===== src/design/devTlbPkg.sv =====
// Device TLB invalidation types
package devTlbPkg;

    // ========================================
    // Field widths
    // ========================================
    typedef logic [19:0] pasidT;    // Process address space ID
    typedef logic [15:0] bdfT;      // Bus/device/function requester ID
    typedef logic [19:0] vpnT;      // Virtual page number
    typedef logic [23:0] ppnT;      // Physical page number

    // Traffic class mask returned by the host unit, one bit per class
    typedef logic [7:0]  tcT;

    // ========================================
    // Register access
    // ========================================
    typedef logic [1:0]  regAddrT;  // Four registers
    typedef logic [31:0] regDataT;

    // ========================================
    // Drain FSM
    // ========================================
    // Idle until an invalidation is accepted with draining enabled,
    // armed until the walk reaches its tail, then the request/ack and
    // response phases toward the host unit
    typedef enum logic [1:0] {
        DrainIdle,  // Nothing outstanding
        DrainArm,   // Walk in progress
        DrainReq,   // Request held until ack
        DrainRsp    // Ack seen, waiting for response
    } drainStateT;

endpackage


===== src/design/tlbCache.sv =====
// Device TLB entry array
// Fill, lookup and sequential invalidation walk
module tlbCache #(
    parameter int NUM_ENTRIES = 8
) (
    input  logic             clk,
    input  logic             arstN,
    // Fill group
    input  logic             fillValid,
    input  devTlbPkg::pasidT fillPasid,
    input  devTlbPkg::bdfT   fillBdf,
    input  devTlbPkg::vpnT   fillVpn,
    input  devTlbPkg::ppnT   fillPpn,
    input  logic             fillGlobal,
    // Lookup group
    input  logic             lookupValid,
    input  devTlbPkg::pasidT lookupPasid,
    input  devTlbPkg::bdfT   lookupBdf,
    input  devTlbPkg::vpnT   lookupVpn,
    output logic             lookupDone,
    output logic             lookupHit,
    output devTlbPkg::ppnT   lookupPpn,
    // Invalidation key
    input  logic             invAccept,
    input  devTlbPkg::pasidT invPasid,
    input  logic             invPasidValid,
    input  logic             invGlobal,
    input  devTlbPkg::bdfT   invBdf,
    input  logic             invBdfValid,
    output logic             walkBusy,
    output logic             invTail     // Last entry under check
);
    localparam int IDX_W = (NUM_ENTRIES > 1) ? $clog2(NUM_ENTRIES) : 1;
    localparam logic [IDX_W-1:0] LAST_IDX = IDX_W'(NUM_ENTRIES - 1);

    logic [NUM_ENTRIES-1:0] entValid;
    logic [NUM_ENTRIES-1:0] entGlobal;
    devTlbPkg::pasidT       entPasid [NUM_ENTRIES];
    devTlbPkg::bdfT         entBdf   [NUM_ENTRIES];
    devTlbPkg::vpnT         entVpn   [NUM_ENTRIES];
    devTlbPkg::ppnT         entPpn   [NUM_ENTRIES];

    logic [IDX_W-1:0] victimPtr;  // Round-robin fill slot
    logic [IDX_W-1:0] walkPtr;

    // Latched invalidation key
    devTlbPkg::pasidT keyPasid;
    devTlbPkg::bdfT   keyBdf;
    logic             keyPasidValid;
    logic             keyGlobal;
    logic             keyBdfValid;

    logic             pasidEq;
    logic             pasidOk;
    logic             bdfOk;
    logic             walkMatch;
    logic             hitAny;
    devTlbPkg::ppnT   hitPpn;

    // ========================================
    // Entry storage
    // ========================================
    always_ff @(posedge clk or negedge arstN) begin
        if (!arstN) begin
            entValid <= '0;
        end else begin
            if (fillValid) entValid[victimPtr] <= 1'b1;
            if (walkMatch) entValid[walkPtr] <= 1'b0;  // Never same cycle as a fill
        end
    end

    always_ff @(posedge clk) begin
        if (fillValid) begin
            entGlobal[victimPtr] <= fillGlobal;
            entPasid[victimPtr]  <= fillPasid;
            entBdf[victimPtr]    <= fillBdf;
            entVpn[victimPtr]    <= fillVpn;
            entPpn[victimPtr]    <= fillPpn;
        end
    end

    always_ff @(posedge clk or negedge arstN) begin
        if (!arstN) begin
            victimPtr <= '0;
        end else if (fillValid) begin
            victimPtr <= (victimPtr == LAST_IDX) ? '0 : victimPtr + 1'b1;  // Wrap
        end
    end

    // ========================================
    // Lookup, one cycle
    // ========================================
    always_comb begin
        hitAny = 1'b0;
        hitPpn = '0;
        // Lowest index wins on a double hit
        for (int i = NUM_ENTRIES - 1; i >= 0; i--) begin
            if (entValid[i] && entVpn[i] == lookupVpn && entBdf[i] == lookupBdf &&
                (entGlobal[i] || entPasid[i] == lookupPasid)) begin
                hitAny = 1'b1;
                hitPpn = entPpn[i];
            end
        end
    end

    always_ff @(posedge clk or negedge arstN) begin
        if (!arstN) begin
            lookupDone <= 1'b0;
            lookupHit  <= 1'b0;
        end else begin
            lookupDone <= lookupValid;
            lookupHit  <= lookupValid && hitAny;
        end
    end

    always_ff @(posedge clk) begin
        if (lookupValid) lookupPpn <= hitPpn;
    end

    // ========================================
    // Invalidation walk
    // ========================================
    always_ff @(posedge clk) begin
        if (invAccept) begin
            keyPasid      <= invPasid;
            keyPasidValid <= invPasidValid;
            keyGlobal     <= invGlobal;
            keyBdf        <= invBdf;
            keyBdfValid   <= invBdfValid;
        end
    end

    always_ff @(posedge clk or negedge arstN) begin
        if (!arstN) begin
            walkBusy <= 1'b0;
            walkPtr  <= '0;
        end else if (invAccept) begin
            walkBusy <= 1'b1;
            walkPtr  <= '0;
        end else if (walkBusy) begin
            walkBusy <= !invTail;  // Done after last entry
            walkPtr  <= walkPtr + 1'b1;
        end
    end

    always_comb begin
        pasidEq = entPasid[walkPtr] == keyPasid;
        bdfOk   = !keyBdfValid || entBdf[walkPtr] == keyBdf;
        // Global entry of another PASID goes only with invGlobal
        pasidOk = entGlobal[walkPtr] ? (pasidEq || keyGlobal) : (pasidEq || !keyPasidValid);
        walkMatch = walkBusy && entValid[walkPtr] && bdfOk && pasidOk;
    end

    assign invTail = walkBusy && walkPtr == LAST_IDX;

    // Fills are held off by the shared busy level at the top
    fillDuringWalk: assert property (@(posedge clk) disable iff (!arstN)
        fillValid |-> !walkBusy);

    // Tail arrives exactly NUM_ENTRIES cycles into the walk
    tailAtWalkEnd: assert property (@(posedge clk) disable iff (!arstN)
        $rose(walkBusy) |-> ##(NUM_ENTRIES - 1) invTail ##1 !walkBusy);

endmodule


===== src/design/invDrain.sv =====
// Invalidation drain request logic
module invDrain (
    input  logic             clk,
    input  logic             arstN,
    input  logic             invAccept,
    input  devTlbPkg::pasidT invPasid,
    input  logic             invPasidValid,
    input  logic             invGlobal,
    input  logic             invPriv,
    input  devTlbPkg::bdfT   invBdf,
    input  logic             invBdfValid,
    input  logic             drainEn,       // Sampled at accept
    input  logic             invTail,
    output logic             drainBusy,
    // Host unit drain port
    output logic             drainReqValid,
    output devTlbPkg::pasidT drainReqPasid,
    output logic             drainReqPasidValid,
    output logic             drainReqPriv,
    output logic             drainReqGlobal,
    output devTlbPkg::bdfT   drainReqBdf,
    output logic             drainReqBdfValid,
    input  logic             drainReqAck,   // Pulse
    input  logic             drainRspValid, // Pulse with or after ack
    output logic             drainDone
);
    devTlbPkg::drainStateT drainState;
    devTlbPkg::drainStateT drainNext;
    logic                  reqValidNext;

    // ========================================
    // Drain FSM
    // ========================================
    always_comb begin
        drainNext    = drainState;
        reqValidNext = drainReqValid;
        drainDone    = 1'b0;
        case (drainState)
            devTlbPkg::DrainIdle: begin
                if (invAccept && drainEn) drainNext = devTlbPkg::DrainArm;
            end
            devTlbPkg::DrainArm: begin
                if (invTail) begin   // Walk finished
                    drainNext    = devTlbPkg::DrainReq;
                    reqValidNext = 1'b1;
                end
            end
            devTlbPkg::DrainReq: begin
                if (drainReqAck) begin
                    reqValidNext = 1'b0;
                    drainNext    = devTlbPkg::DrainRsp;
                    if (drainRspValid) begin  // Response together with ack
                        drainNext = devTlbPkg::DrainIdle;
                        drainDone = 1'b1;
                    end
                end
            end
            devTlbPkg::DrainRsp: begin
                if (drainRspValid) begin
                    drainNext = devTlbPkg::DrainIdle;
                    drainDone = 1'b1;
                end
            end
            default: drainNext = devTlbPkg::DrainIdle;
        endcase
    end

    always_ff @(posedge clk or negedge arstN) begin
        if (!arstN) begin
            drainState    <= devTlbPkg::DrainIdle;
            drainReqValid <= 1'b0;
        end else begin
            drainState    <= drainNext;
            drainReqValid <= reqValidNext;
        end
    end

    assign drainBusy = drainState != devTlbPkg::DrainIdle;

    // ========================================
    // Request field capture
    // ========================================
    always_ff @(posedge clk or negedge arstN) begin
        if (!arstN) begin
            drainReqPasidValid <= 1'b0;
            drainReqBdfValid   <= 1'b0;
        end else if (invAccept) begin
            drainReqPasidValid <= invPasidValid;
            drainReqBdfValid   <= invBdfValid;
        end
    end

    always_ff @(posedge clk) begin
        if (invAccept) begin
            drainReqPasid  <= invPasid;
            drainReqPriv   <= invPriv;
            drainReqGlobal <= invGlobal;
            drainReqBdf    <= invBdfValid ? invBdf : '0;  // No stale BDF to host
        end
    end

    // Request level and fields hold under back-pressure until the host acks
    reqHeldUntilAck: assert property (@(posedge clk) disable iff (!arstN)
        drainReqValid && !drainReqAck |=> drainReqValid &&
            $stable({drainReqPasid, drainReqPasidValid, drainReqPriv, drainReqGlobal,
                     drainReqBdf, drainReqBdfValid}));

    // Host only acks a request the FSM is presenting
    ackOnlyInReq: assert property (@(posedge clk) disable iff (!arstN)
        drainReqAck |-> drainState == devTlbPkg::DrainReq);

endmodule


===== src/design/invCtrlRegs.sv =====
// Invalidation control and status registers
module invCtrlRegs (
    input  logic                clk,
    input  logic                arstN,
    input  logic                regWrEn,
    input  devTlbPkg::regAddrT  regAddr,
    input  devTlbPkg::regDataT  regWrData,
    input  logic                invTail,     // One per invalidation
    input  logic                drainDone,   // One per completed drain
    input  devTlbPkg::tcT       drainRspTc,
    output logic                drainEn,
    output devTlbPkg::regDataT  regRdData
);
    // Register indexes
    localparam devTlbPkg::regAddrT REG_CTRL      = 2'd0;
    localparam devTlbPkg::regAddrT REG_INV_CNT   = 2'd1;
    localparam devTlbPkg::regAddrT REG_DRAIN_CNT = 2'd2;
    localparam devTlbPkg::regAddrT REG_LAST_TC   = 2'd3;

    devTlbPkg::regDataT invCount;
    devTlbPkg::regDataT drainCount;
    devTlbPkg::tcT      lastTc;

    // ========================================
    // Control and counters
    // ========================================
    always_ff @(posedge clk or negedge arstN) begin
        if (!arstN) begin
            drainEn <= 1'b1;  // Draining on by default
        end else if (regWrEn && regAddr == REG_CTRL) begin
            drainEn <= regWrData[0];
        end
    end

    always_ff @(posedge clk or negedge arstN) begin
        if (!arstN) begin
            invCount   <= '0;
            drainCount <= '0;
            lastTc     <= '0;
        end else begin
            if (invTail) invCount <= invCount + 1'b1;
            if (drainDone) begin
                drainCount <= drainCount + 1'b1;
                lastTc     <= drainRspTc;  // TC of latest response
            end
        end
    end

    // Read mux, no side effects
    always_comb begin
        case (regAddr)
            REG_CTRL:      regRdData = devTlbPkg::regDataT'(drainEn);
            REG_INV_CNT:   regRdData = invCount;
            REG_DRAIN_CNT: regRdData = drainCount;
            REG_LAST_TC:   regRdData = devTlbPkg::regDataT'(lastTc);
            default:       regRdData = '0;
        endcase
    end

endmodule


===== src/design/devTlbInv.sv =====
// Device TLB invalidation subsystem top
module devTlbInv #(
    parameter int NUM_ENTRIES = 8
) (
    input  logic               clk,
    input  logic               arstN,
    // Fill
    input  logic               fillValid,
    input  devTlbPkg::pasidT   fillPasid,
    input  devTlbPkg::bdfT     fillBdf,
    input  devTlbPkg::vpnT     fillVpn,
    input  devTlbPkg::ppnT     fillPpn,
    input  logic               fillGlobal,
    // Lookup
    input  logic               lookupValid,
    input  devTlbPkg::pasidT   lookupPasid,
    input  devTlbPkg::bdfT     lookupBdf,
    input  devTlbPkg::vpnT     lookupVpn,
    output logic               lookupDone,
    output logic               lookupHit,
    output devTlbPkg::ppnT     lookupPpn,
    // Invalidation request
    input  logic               invValid,
    input  devTlbPkg::pasidT   invPasid,
    input  logic               invPasidValid,
    input  logic               invGlobal,
    input  logic               invPriv,
    input  devTlbPkg::bdfT     invBdf,
    input  logic               invBdfValid,
    output logic               invBusy,
    // Drain toward host unit
    output logic               drainReqValid,
    output devTlbPkg::pasidT   drainReqPasid,
    output logic               drainReqPasidValid,
    output logic               drainReqPriv,
    output logic               drainReqGlobal,
    output devTlbPkg::bdfT     drainReqBdf,
    output logic               drainReqBdfValid,
    input  logic               drainReqAck,
    input  logic               drainRspValid,
    input  devTlbPkg::tcT      drainRspTc,
    // Registers
    input  logic               regWrEn,
    input  devTlbPkg::regAddrT regAddr,
    input  devTlbPkg::regDataT regWrData,
    output devTlbPkg::regDataT regRdData
);
    logic invAccept;
    logic invTail;
    logic walkBusy;
    logic drainBusy;
    logic drainDone;
    logic drainEn;

    assign invAccept = invValid && !invBusy;  // Dropped while busy
    assign invBusy   = walkBusy || drainBusy;

    tlbCache #(
        .NUM_ENTRIES (NUM_ENTRIES)
    ) tlbCache_i (
        .clk, .arstN,
        .fillValid, .fillPasid, .fillBdf, .fillVpn, .fillPpn, .fillGlobal,
        .lookupValid, .lookupPasid, .lookupBdf, .lookupVpn,
        .lookupDone, .lookupHit, .lookupPpn,
        .invAccept, .invPasid, .invPasidValid, .invGlobal, .invBdf, .invBdfValid,
        .walkBusy, .invTail
    );

    invDrain invDrain_i (
        .clk, .arstN,
        .invAccept, .invPasid, .invPasidValid, .invGlobal, .invPriv,
        .invBdf, .invBdfValid, .drainEn, .invTail, .drainBusy,
        .drainReqValid, .drainReqPasid, .drainReqPasidValid, .drainReqPriv,
        .drainReqGlobal, .drainReqBdf, .drainReqBdfValid,
        .drainReqAck, .drainRspValid, .drainDone
    );

    invCtrlRegs invCtrlRegs_i (
        .clk, .arstN,
        .regWrEn, .regAddr, .regWrData,
        .invTail, .drainDone, .drainRspTc,
        .drainEn, .regRdData
    );

endmodule


===== config.mk =====
export PLATFORM = sky130hd
export DESIGN_NAME = devTlbInv
export DESIGN_NICKNAME = d
export VERILOG_FILES = /design/src/design/devTlbPkg.sv /design/src/design/tlbCache.sv /design/src/design/invDrain.sv /design/src/design/invCtrlRegs.sv /design/src/design/devTlbInv.sv
export SDC_FILE = /design/constraint.sdc
export NUM_CORES = 1
export LEC_CHECK = 0
export BUFFER_PORTS_ARGS = -buffer_cell sky130_fd_sc_hd__buf_2
export CAP_MARGIN = 20
export CORE_MARGIN = 10
export CORE_UTILIZATION = 51
export DETAILED_ROUTE_END_ITERATION = 12
export GPL_TIMING_DRIVEN = 0
export HOLD_SLACK_MARGIN = 0.02
export PLACE_DENSITY = 0.71
export SETUP_SLACK_MARGIN = 0.15
export SLEW_MARGIN = 40
export SYNTH_ARGS = -nofsm -noshare
export SYNTH_HDL_FRONTEND = slang
export SYNTH_SLANG_ARGS = --single-unit
export TNS_END_PERCENT = 100

===== constraint.sdc =====
create_clock -name clk -period 9.7 [get_ports clk]
set_input_delay 1.94 -clock clk [delete_from_list [all_inputs] [get_ports clk]]
set_output_delay 1.94 -clock clk [all_outputs]
set_load 0.01 [all_outputs]

==> results of run 1 <==
## metrics by stage
| step | cells | hold slack [ps] | setup slack [ps] | cell area, um2 |
|---|---|---|---|---|
| CTS | 3820 | 478 | 4000 | 42700 |
| finish | 3826 | 476 | 3990 | 42700 |
| global route | 3825 | 492 | 3870 | 42700 |
| detailed placement | 3661 | 465 | 3520 | 39800 |
| global placement | 3582 | 462 | -5230 | 38500 |
| floorplan | 2403 | 446 | 1310 | 36100 |
## worst paths after layout
| kind | slack [ps] | end | start |
|---|---|---|---|
| worst min register to register | 480 | invCtrlRegs_i.drainCount[31] | invCtrlRegs_i.drainCount[31] |
| min in group asynchronous | 1220 | invCtrlRegs_i.invCount[20] | arstN |
| worst max register to register | 5240 | tlbCache_i.entValid[1] | tlbCache_i.walkPtr[0] |
| worst min-delay path | 480 | invCtrlRegs_i.drainCount[31] | invCtrlRegs_i.drainCount[31] |
| worst max-delay path | 3990 | regRdData[5] | regAddr[1] |
| max in group asynchronous | 7910 | tlbCache_i.entValid[2] | arstN |
## flip-flops by register name, summed over array words and instances, names as in the netlist, 8 cells and up
| signal | flops |
|---|---|
| tlbCache_i.entGlobal | 8 |
| tlbCache_i.keyBdf | 16 |
| invDrain_i.drainReqBdf | 16 |
| tlbCache_i.entPpn | 192 |
| tlbCache_i.entValid | 8 |
| tlbCache_i.entVpn | 160 |
| invCtrlRegs_i.drainCount | 32 |
| invCtrlRegs_i.invCount | 32 |
| tlbCache_i.entPasid | 160 |
| tlbCache_i.lookupPpn | 24 |
| invCtrlRegs_i.lastTc | 8 |
| tlbCache_i.entBdf | 128 |
| invDrain_i.drainReqPasid | 20 |
## kinds of logic (layout without fill, tap and decap cells)
| logic type | count (synthesis) | count (layout) | synth area share |
|---|---|---|---|
| buffers and inverters | 162 | 639 | 0.0240 |
| adders and majority gates | 6 | 6 | 0.00208 |
| and+or+nand+nor | 449 | 449 | 0.0700 |
| other | 0 | 6 | 0 |
| DFF | 823 | 823 | 0.672 |
| muxes | 92 | 92 | 0.0305 |
| AOI/OAI and AO/OA | 336 | 336 | 0.0715 |
| xor gates and xnor gates | 535 | 535 | 0.130 |
## layout make-up
| class | instances | area, um2 | share of cell area |
|---|---|---|---|
| repair buffers | 318 | 2430 | 0.0569 |
| plain buffers | 128 | 743 | 0.0174 |
| multi-input cells | 1418 | 11100 | 0.260 |
| clock inverters | 56 | 573 | 0.0134 |
| diodes | 6 | 15.0 | 0.000352 |
| inverters | 34 | 130 | 0.00305 |
| clock buffers | 103 | 2280 | 0.0533 |
| well taps | 940 | 1180 | 0.0275 |
| flip-flops and latches | 823 | 24200 | 0.568 |
## report_power, final
part	switching [mW]	leakage, nW	internal (mW)
Sequential	0.246	7.88	4.38
Combinational	1.73	5.65	0.946
Clock	1.39	1.40	1.97
## cell usage after synthesis (4+ instances only)
cell,instances
sky130_fd_sc_hd__edfxtp_1,728
sky130_fd_sc_hd__xnor2_1,314
sky130_fd_sc_hd__xor2_1,220
sky130_fd_sc_hd__dfrtp_1,94
sky130_fd_sc_hd__nand4_1,90
sky130_fd_sc_hd__nand2_1,87
sky130_fd_sc_hd__nor4_1,67
sky130_fd_sc_hd__a21oi_1,59
sky130_fd_sc_hd__buf_2,59
sky130_fd_sc_hd__a22oi_1,52
sky130_fd_sc_hd__mux2i_1,51
sky130_fd_sc_hd__a22o_1,41
sky130_fd_sc_hd__nor2_1,39
sky130_fd_sc_hd__nand3_1,36
sky130_fd_sc_hd__clkbuf_1,32
sky130_fd_sc_hd__inv_1,30
sky130_fd_sc_hd__mux2_2,26
sky130_fd_sc_hd__nor3_1,26
sky130_fd_sc_hd__o21ai_0,22
sky130_fd_sc_hd__a31oi_1,21
sky130_fd_sc_hd__and2_1,21
sky130_fd_sc_hd__a221oi_1,18
sky130_fd_sc_hd__a222oi_1,18
sky130_fd_sc_hd__nand2b_1,18
sky130_fd_sc_hd__buf_4,17
sky130_fd_sc_hd__o211ai_1,17
sky130_fd_sc_hd__o22a_1,17
sky130_fd_sc_hd__buf_6,16
sky130_fd_sc_hd__nor2b_1,15
sky130_fd_sc_hd__o211a_1,15
sky130_fd_sc_hd__and3_1,11
sky130_fd_sc_hd__mux4_2,11
sky130_fd_sc_hd__o22ai_1,9
sky130_fd_sc_hd__or4_1,9
sky130_fd_sc_hd__o32a_1,8
sky130_fd_sc_hd__ha_1,6
sky130_fd_sc_hd__a221oi_2,4
sky130_fd_sc_hd__and4_1,4
sky130_fd_sc_hd__buf_1,4
sky130_fd_sc_hd__nor3b_1,4
sky130_fd_sc_hd__o21ai_1,4
sky130_fd_sc_hd__or2_2,4
## routing by layer
layer  global-route usage  routed length, um
met5                    0                 79
met4                0.114               5210
met3               0.0669              11900
met2                0.451              55700
met1                0.373              46000
## critical path: cells and delay by family
family,cells,cell delay (ps)
AOI/OAI and AO/OA,1,290
buffers and inverters,4,1220
and+or+nand+nor,1,310
==> qor.log, run 1 <==
INFO  worst_setup_path worst_path_max_delay_cell=sky130_fd_sc_hd__clkbuf_1
INFO  drt            initial_drt_pass_iterations=7
INFO  worst_setup_path timing.critical_path.arrival=3770ps
INFO  timing         post-route-period-util=0.589
INFO  global_routing first_global_vias=23.6k
INFO  clock_tree     hold_buffers=0
INFO  worst_setup_path timing.critical_path.fanout_max=10
INFO  logic_synthesis async_reset_ff_frac=0.115
INFO  drt            post_drt_via_cell_ratio=6.14
INFO  drt            route.vias.total=23.5k
INFO  clock_tree     cts_post_setup_buffers_inserted=0
INFO  floorplanning  die_w=286um
INFO  worst_setup_path slowest_delay=510ps
INFO  worst_setup_path critical_path_required=7760ps
INFO  clock_tree     count_of_instances_resized_after_the_clock_tree_is_built=0
INFO  cells_and_area final_core_util=0.610
INFO  cells_and_area fillerInstances=5348
INFO  drt            total_wirelength_of_the_detailed_routed_design=119mm
INFO  clock_tree     cts_root_buf=sky130_fd_sc_hd__clkbuf_16
INFO  worst_setup_path critical_setup_path_class=input pin to primary output
INFO  logic_synthesis synth_warnings=0
INFO  hold_path      timing.hold.worst_path_depth=1
INFO  floorplanning  floorplan_die_area=81800um2
INFO  logic_synthesis synthDistinctLibCells=82
INFO  logic_synthesis syn_avg_cell_area=15.0um2
INFO  drt            route.detailed.wl_per_inst=31.1um
INFO  place          gp_routability_congestion=0.954
INFO  power          maximum_ir_drop_on_the_vdd_rail=0.180mV
INFO  logic_synthesis largest_area_contributor_in_the_netlist=sky130_fd_sc_hd__edfxtp_1
INFO  timing         finalSetupViolations=0
INFO  logic_synthesis mapped_cells=2403
INFO  timing         clock-skew-final=22.2ps
INFO  floorplanning  ioPinCount=327
INFO  logic_synthesis area_fraction_of_the_dominant_cell_type_after_synthesis=0.606
INFO  global_routing grt_max_degree=50
INFO  floorplanning  die_h=286um
INFO  power          pnr_total_power=10.7mW
INFO  hold_path      hold_removal_path_class=flip-flop to flip-flop
INFO  cells_and_area final_layout_size_suffix_gt1_frac=0.219
INFO  clock_tree     clock_sinks=823
INFO  drt            route.detailed.drc=0
INFO  worst_setup_path endpoint_type_of_the_worst_setup_path=primary output
INFO  logic_synthesis synth_seq_area_share=0.672
INFO  global_routing grt_first_pass_wirelength=168mm
INFO  place          dpl.hpwl=87.9mm
INFO  power          power_per_cell_area=250nW/um2
INFO  clock_tree     cts-htree-levels=3
INFO  timing         max_slew_margin=0.399
INFO  logic_synthesis post_synth_instance_area=36100um2
INFO  floorplanning  num_rows=97
INFO  logic_synthesis area_contributors_post_synth=sky130_fd_sc_hd__edfxtp_1 61%, sky130_fd_sc_hd__xnor2_1 7.6%, sky130_fd_sc_hd__dfrtp_1 6.5%
INFO  worst_setup_path rr_worst_depth=10
INFO  cells_and_area area_delta_synth_final=18.4%
INFO  clock_tree     insertion_delay=640ps
INFO  worst_setup_path worstPathCellList=buf_2 > clkbuf_1 > nor2b_1 > clkbuf_1 > a22o_1 > buf_2
INFO  cells_and_area nets=3042
INFO  place          port_buffers=239
INFO  timing         fmax=175MHz
INFO  floorplanning  start_util=0.515
INFO  global_routing grt_antenna_before_repair=12
INFO  logic_synthesis synth_edf_count=728
INFO  logic_synthesis postSynthRegisterBits=823
INFO  timing         max_slew_vio_count=0
INFO  timing         worst-slew-pin-transition=899ps
INFO  worst_setup_path critPathLaunchType=input pin
INFO  timing         setup_repair_after_global_routing_missed_its_margin=false
INFO  clock_tree     clock_tree_from_tritoncts=yes
INFO  global_routing global_route.overflow_total=0
INFO  logic_synthesis synthFlopType=sky130_fd_sc_hd__edfxtp_1
INFO  cells_and_area leading_cell_types_in_the_layout_fill_and_taps_excluded=728 x sky130_fd_sc_hd__edfxtp_1, 314 x sky130_fd_sc_hd__xnor2_1, 310 x sky130_fd_sc_hd__buf_2
INFO  status         status=finished clean
INFO  timing         final.setup.tns=0ps
INFO  timing         period_minus_slack=5710ps
INFO  clock_tree     clock_pin_slew_worst_setup_and_hold_paths=60ps
INFO  clock_tree     cts-root-to-sink-buffers=3
INFO  floorplanning  placeableCoreArea=70000um2
INFO  timing         report.final.hold_viol_count=0
INFO  global_routing global_route_usage_sum=0.284
INFO  power          power.leakage=14.9nW
INFO  clock_tree     tritoncts.num_buffers=86
INFO  cells_and_area most_common_library_cell_in_the_layout_ignoring_fill_and_taps=sky130_fd_sc_hd__edfxtp_1
INFO  drt            initialDrtViolationCount=3305
INFO  logic_synthesis synth.net_count=2636
INFO  job            max-cap-violations=0
INFO  drt            ant_nets=0
Power figures use the tool's default switching activity.
==> inputs of run 2 (changes only) <==
--- a/config.mk
+++ b/config.mk
@@ -5,6 +5,7 @@
 export SDC_FILE = /design/constraint.sdc
 export NUM_CORES = 1
 export LEC_CHECK = 0
+export ABC_AREA = 1
 export BUFFER_PORTS_ARGS = -buffer_cell sky130_fd_sc_hd__buf_2
 export CAP_MARGIN = 20
 export CORE_MARGIN = 10
@@ -12,7 +13,7 @@
 export DETAILED_ROUTE_END_ITERATION = 12
 export GPL_TIMING_DRIVEN = 0
 export HOLD_SLACK_MARGIN = 0.02
-export PLACE_DENSITY = 0.71
+export PLACE_DENSITY = 0.73
 export SETUP_SLACK_MARGIN = 0.15
 export SLEW_MARGIN = 40
 export SYNTH_ARGS = -nofsm -noshare
==> constraint.sdc (replaced) <==
create_clock -name clk -period 4.63 [get_ports clk]
set_input_delay 0.926 -clock clk [delete_from_list [all_inputs] [get_ports clk]]
set_output_delay 0.926 -clock clk [all_outputs]
set_load 0.01 [all_outputs]
==> run 2 against run 1 <==
Combinational power rose by 120%. Sequential power rose by 110%. Worst setup slack got worse by 3000 ps. Count of clock-buffer cells in the layout rose by 11. Clock skew rose by 6.8 ps. Core utilization fell by 1.1 points. Global-route usage rose by 1.6 points. Critical path depth rose by 1. Power rose by 110%. Non-clock buffer count rose by 4. Critical path type unchanged.
==> qor.log, run 2 <==
INFO  logic_synthesis area_contributors_post_synth=sky130_fd_sc_hd__edfxtp_1 55%, sky130_fd_sc_hd__nand2_1 13%, sky130_fd_sc_hd__dfrtp_1 5.9%
INFO  floorplanning  num_rows=102 [+5.2%]
INFO  logic_synthesis synthDistinctLibCells=50 [-39%]
INFO  drt            total_wirelength_of_the_detailed_routed_design=138mm [+16%]
INFO  clock_tree     clock_tree_from_tritoncts=yes
INFO  cells_and_area area_delta_synth_final=16.8%
INFO  clock_tree     tritoncts.num_buffers=90 [+4.7%]
INFO  worst_setup_path path_buf_inv=5 [+1]
INFO  place          dpl.hpwl=104mm [+18%]
INFO  clock_tree     clock_pin_slew_worst_setup_and_hold_paths=60ps [about the same]
INFO  clock_tree     cts_root_buf=sky130_fd_sc_hd__clkbuf_16
INFO  global_routing global_route.overflow_total=0 [unchanged]
INFO  cells_and_area top_flop_regs=tlbCache_i.entPpn x192, tlbCache_i.entPasid x160, tlbCache_i.entVpn x160
INFO  logic_synthesis synth_seq_area_share=0.611 [-0.0610]
INFO  worst_setup_path timing.critical_path.arrival=2680ps [-1090 ps]
INFO  drt            initial_drt_pass_iterations=7 [unchanged]
INFO  timing         max_slew_margin=0.379 [-0.0206]
INFO  place          gp_routability_congestion=1.08 [+13%]
INFO  logic_synthesis synth_warnings=0 [unchanged]
INFO  logic_synthesis synth_common_cells=1340 x sky130_fd_sc_hd__nand2_1, 728 x sky130_fd_sc_hd__edfxtp_1, 400 x sky130_fd_sc_hd__inv_1, 335 x sky130_fd_sc_hd__nor2_1, 220 x sky130_fd_sc_hd__nand3_1
INFO  worst_setup_path endpoint_type_of_the_worst_setup_path=primary output
INFO  cells_and_area fillerInstances=6466 [+21%]
INFO  logic_synthesis mapped_cells=4092 [+70%]
INFO  worst_setup_path regToRegStartpoint=tlbCache_i.entBdf[1][10]
INFO  worst_setup_path worstSetupStartpoint=regAddr[0]
INFO  logic_synthesis synth.net_count=4325 [+64%]
INFO  logic_synthesis synth_top_family_by_area=simple AND/OR/NAND/NOR gates
INFO  power          maximum_ir_drop_on_the_vdd_rail=0.355mV [+97%]
INFO  timing         period_minus_slack=3600ps
INFO  logic_synthesis post_synth_fa_ha_maj_area_fraction=0.00189 [-0.000189]
INFO  floorplanning  start_util=0.513 [-0.00209]
INFO  worst_setup_path critical_path_required=3700ps [-4060 ps]
INFO  logic_synthesis async_reset_ff_frac=0.115 [unchanged]
INFO  cells_and_area nets=4723 [+55%]
INFO  worst_setup_path critical_setup_path_class=input pin to primary output
INFO  cells_and_area most_common_library_cell_in_the_layout_ignoring_fill_and_taps=sky130_fd_sc_hd__nand2_1
INFO  place          port_buffers=254 [+6.3%]
INFO  worst_setup_path critical-path-top-delay-family=buffers and inverters
INFO  worst_setup_path worstPathCellList=buf_2 > inv_1 > nor2_1 > inv_1 > clkbuf_1 > o21ai_0 > buf_2
INFO  power          power.leakage=19.6nW [+32%]
INFO  clock_tree     insertion_delay=660ps [+20 ps]
INFO  floorplanning  ioPinCount=327 [unchanged]
INFO  drt            route.detailed.wl_per_inst=24.6um [-21%]
INFO  logic_synthesis synth_edf_count=728 [unchanged]
INFO  drt            ant_nets=0 [unchanged]
INFO  cells_and_area number_of_flip_flops_in_the_largest_register=192 [unchanged]
INFO  clock_tree     cts-root-to-sink-buffers=3 [unchanged]
INFO  power          pnr_total_power=22.5mW [+110%]
INFO  timing         report.final.hold_viol_count=0 [unchanged]
INFO  logic_synthesis post_synth_and_or_nand_nor_area_fraction=0.221 [+0.151]
INFO  floorplanning  placeableCoreArea=77300um2 [+10%]
INFO  clock_tree     cts_post_setup_buffers_inserted=0 [unchanged]
INFO  drt            route.vias.total=31.7k [+35%]
INFO  timing         finalSetupViolations=0 [unchanged]
INFO  timing         clock-skew-final=29.0ps [+6.81 ps]
INFO  timing         setup_repair_after_global_routing_missed_its_margin=false
INFO  logic_synthesis largest_area_contributor_in_the_netlist=sky130_fd_sc_hd__edfxtp_1
INFO  clock_tree     cts-htree-levels=3 [unchanged]
INFO  logic_synthesis syn_avg_cell_area=9.70um2 [-35%]
INFO  logic_synthesis area_fraction_of_the_dominant_cell_type_after_synthesis=0.551 [-0.0550]
INFO  clock_tree     hold_buffers=0 [unchanged]
INFO  job            max-cap-violations=0 [unchanged]
INFO  floorplanning  die_w=299um [+4.5%]
INFO  cells_and_area largest_register=tlbCache_i.entPpn
INFO  logic_synthesis synthFlopType=sky130_fd_sc_hd__edfxtp_1
INFO  floorplanning  floorplan_die_area=89400um2 [+9.3%]
INFO  global_routing grt_max_degree=70 [+40%]
INFO  logic_synthesis share_of_the_synthesized_area_in_compound_gates_ao_oa_aoi_oai=0.0453 [-0.0262]
INFO  timing         post-route-period-util=0.778
INFO  drt            initialDrtViolationCount=4280 [+30%]
INFO  drt            route.detailed.drc=0 [unchanged]
INFO  worst_setup_path timing.critical_path.fanout_max=10 [unchanged]
INFO  logic_synthesis synth-xor-area-share=0.0633 [-0.0667]
INFO  worst_setup_path slowest_delay=510ps [about the same]
INFO  timing         fmax=277MHz
INFO  hold_path      hold_removal_path_class=input pin to async pin
INFO  cells_and_area leading_cell_types_in_the_layout_fill_and_taps_excluded=1340 x sky130_fd_sc_hd__nand2_1, 728 x sky130_fd_sc_hd__edfxtp_1, 399 x sky130_fd_sc_hd__inv_1
INFO  global_routing grt_antenna_before_repair=18 [+6]
INFO  status         status=finished clean
INFO  global_routing grt_first_pass_wirelength=199mm [+18%]
INFO  global_routing first_global_vias=30.3k [+29%]
INFO  logic_synthesis post_synth_mux_area_share=0 [-0.0305]
INFO  worst_setup_path critPathLaunchType=input pin
INFO  logic_synthesis synthMostInstantiatedCell=sky130_fd_sc_hd__nand2_1
INFO  drt            post_drt_via_cell_ratio=5.65 [-8.0%]
INFO  clock_tree     count_of_instances_resized_after_the_clock_tree_is_built=0 [unchanged]
INFO  logic_synthesis postSynthRegisterBits=823 [unchanged]
INFO  timing         worst-slew-pin-transition=922ps [+23.3 ps]
INFO  timing         hold_slack=123ps [-352 ps]
INFO  global_routing global_route_usage_sum=0.300 [+0.0161]
INFO  logic_synthesis post_synth_instance_area=39700um2 [+10%]
INFO  clock_tree     clock_sinks=823 [unchanged]
INFO  timing         max_slew_vio_count=0 [unchanged]
INFO  power          power_per_cell_area=485nW/um2 [+94%]
INFO  cells_and_area final_layout_size_suffix_gt1_frac=0.139 [-0.0805]
INFO  worst_setup_path worst_path_max_delay_cell=sky130_fd_sc_hd__nor2_1
INFO  floorplanning  die_h=299um [+4.5%]
## run 2: cell count changes after synthesis, sizes merged, moves of 50 or more
cell,change
nor2,+317
a22oi,-50
xnor2,-165
xor2,-83
inv,+388
nand3,+192
nor4,-56
mux2i,-51
nand2,+1264
o21ai,+191
nand3b,+58
## run 2: final cells by class
class / instances / area, um2 / area share
Clock inverter: 49 / 472 / 0.0102
Multi-Input combinational cell: 2701 / 13200 / 0.285
Buffer: 144 / 717 / 0.0155
Tap cell: 1040 / 1300 / 0.0281
Antenna cell: 12 / 30.0 / 0.000648
Clock buffer: 114 / 2380 / 0.0514
Inverter: 424 / 1590 / 0.0344
Timing Repair Buffer: 306 / 2400 / 0.0519
Sequential cell: 823 / 24200 / 0.523
## run 2: logic make-up (layout without fill, tap and decap cells)
kind of cell    after synthesis  in the layout
buf+inv                     568           1037
fa+ha+maj                     6              6
simple gates               2079           2079
flops                       823            823
compound gates              329            329
xor+xnor                    287            287
other cells                   0             12
## run 2: worst paths after layout
path	cells after the start	slack (ps)	to
setup reg to reg	13	1250	tlbCache_i.lookupPpn[1]
max in group asynchronous	2	3860	invCtrlRegs_i.drainEn
min in group clk	2	440	invCtrlRegs_i.drainEn
hold reg to reg	1	470	invCtrlRegs_i.drainCount[26]
hold / removal	1	120	invCtrlRegs_i.drainCount[25]
setup / recovery	7	1030	regRdData[10]
## run 2: per-layer routing
metal / track usage / wire length (um) / vias up
met5: 0 / 107 / -
met4: 0.148 / 7560 / 16
met3: 0.0629 / 16100 / 368
met2: 0.472 / 62600 / 2000
met1: 0.392 / 51700 / 15037
li1: - / - / 14269
## run 2: where the power goes
group / internal, mW / total, mW / switching [mW]
Sequential: 9.03 / 9.52 / 0.494
Combinational: 1.70 / 5.84 / 4.14
Clock: 4.09 / 7.10 / 3.01
Total: 14.8 / 22.5 / 7.64
## run 2: worst reg2reg max path, cell delays in order, from the launching register on
cell and delay [ps]:
sky130_fd_sc_hd__edfxtp_1 420, sky130_fd_sc_hd__xnor2_1 630, sky130_fd_sc_hd__nand3_1 170, sky130_fd_sc_hd__nor2_1 330
sky130_fd_sc_hd__nand2_1 110, sky130_fd_sc_hd__nor2_2 470, sky130_fd_sc_hd__nand2_2 240, sky130_fd_sc_hd__buf_2 270
sky130_fd_sc_hd__nand2_1 100, sky130_fd_sc_hd__inv_1 40, sky130_fd_sc_hd__nand2_1 50, sky130_fd_sc_hd__inv_1 50
sky130_fd_sc_hd__nand2_1 90, sky130_fd_sc_hd__a21oi_1 140
## run 2: metrics by stage
stage               setup TNS, ps   util  setup WS (ps)  instances  area, um2
floorplan                 -220200      -           -410       4092      39700
global placement         -2647330  0.546          -4350       5386      42300
detailed placement              0  0.562            527       5438      43500
CTS                             0  0.599           1090       5601      46300
global route                    0  0.599            866       5608      46300
finish                          0  0.599           1030       5613      46400
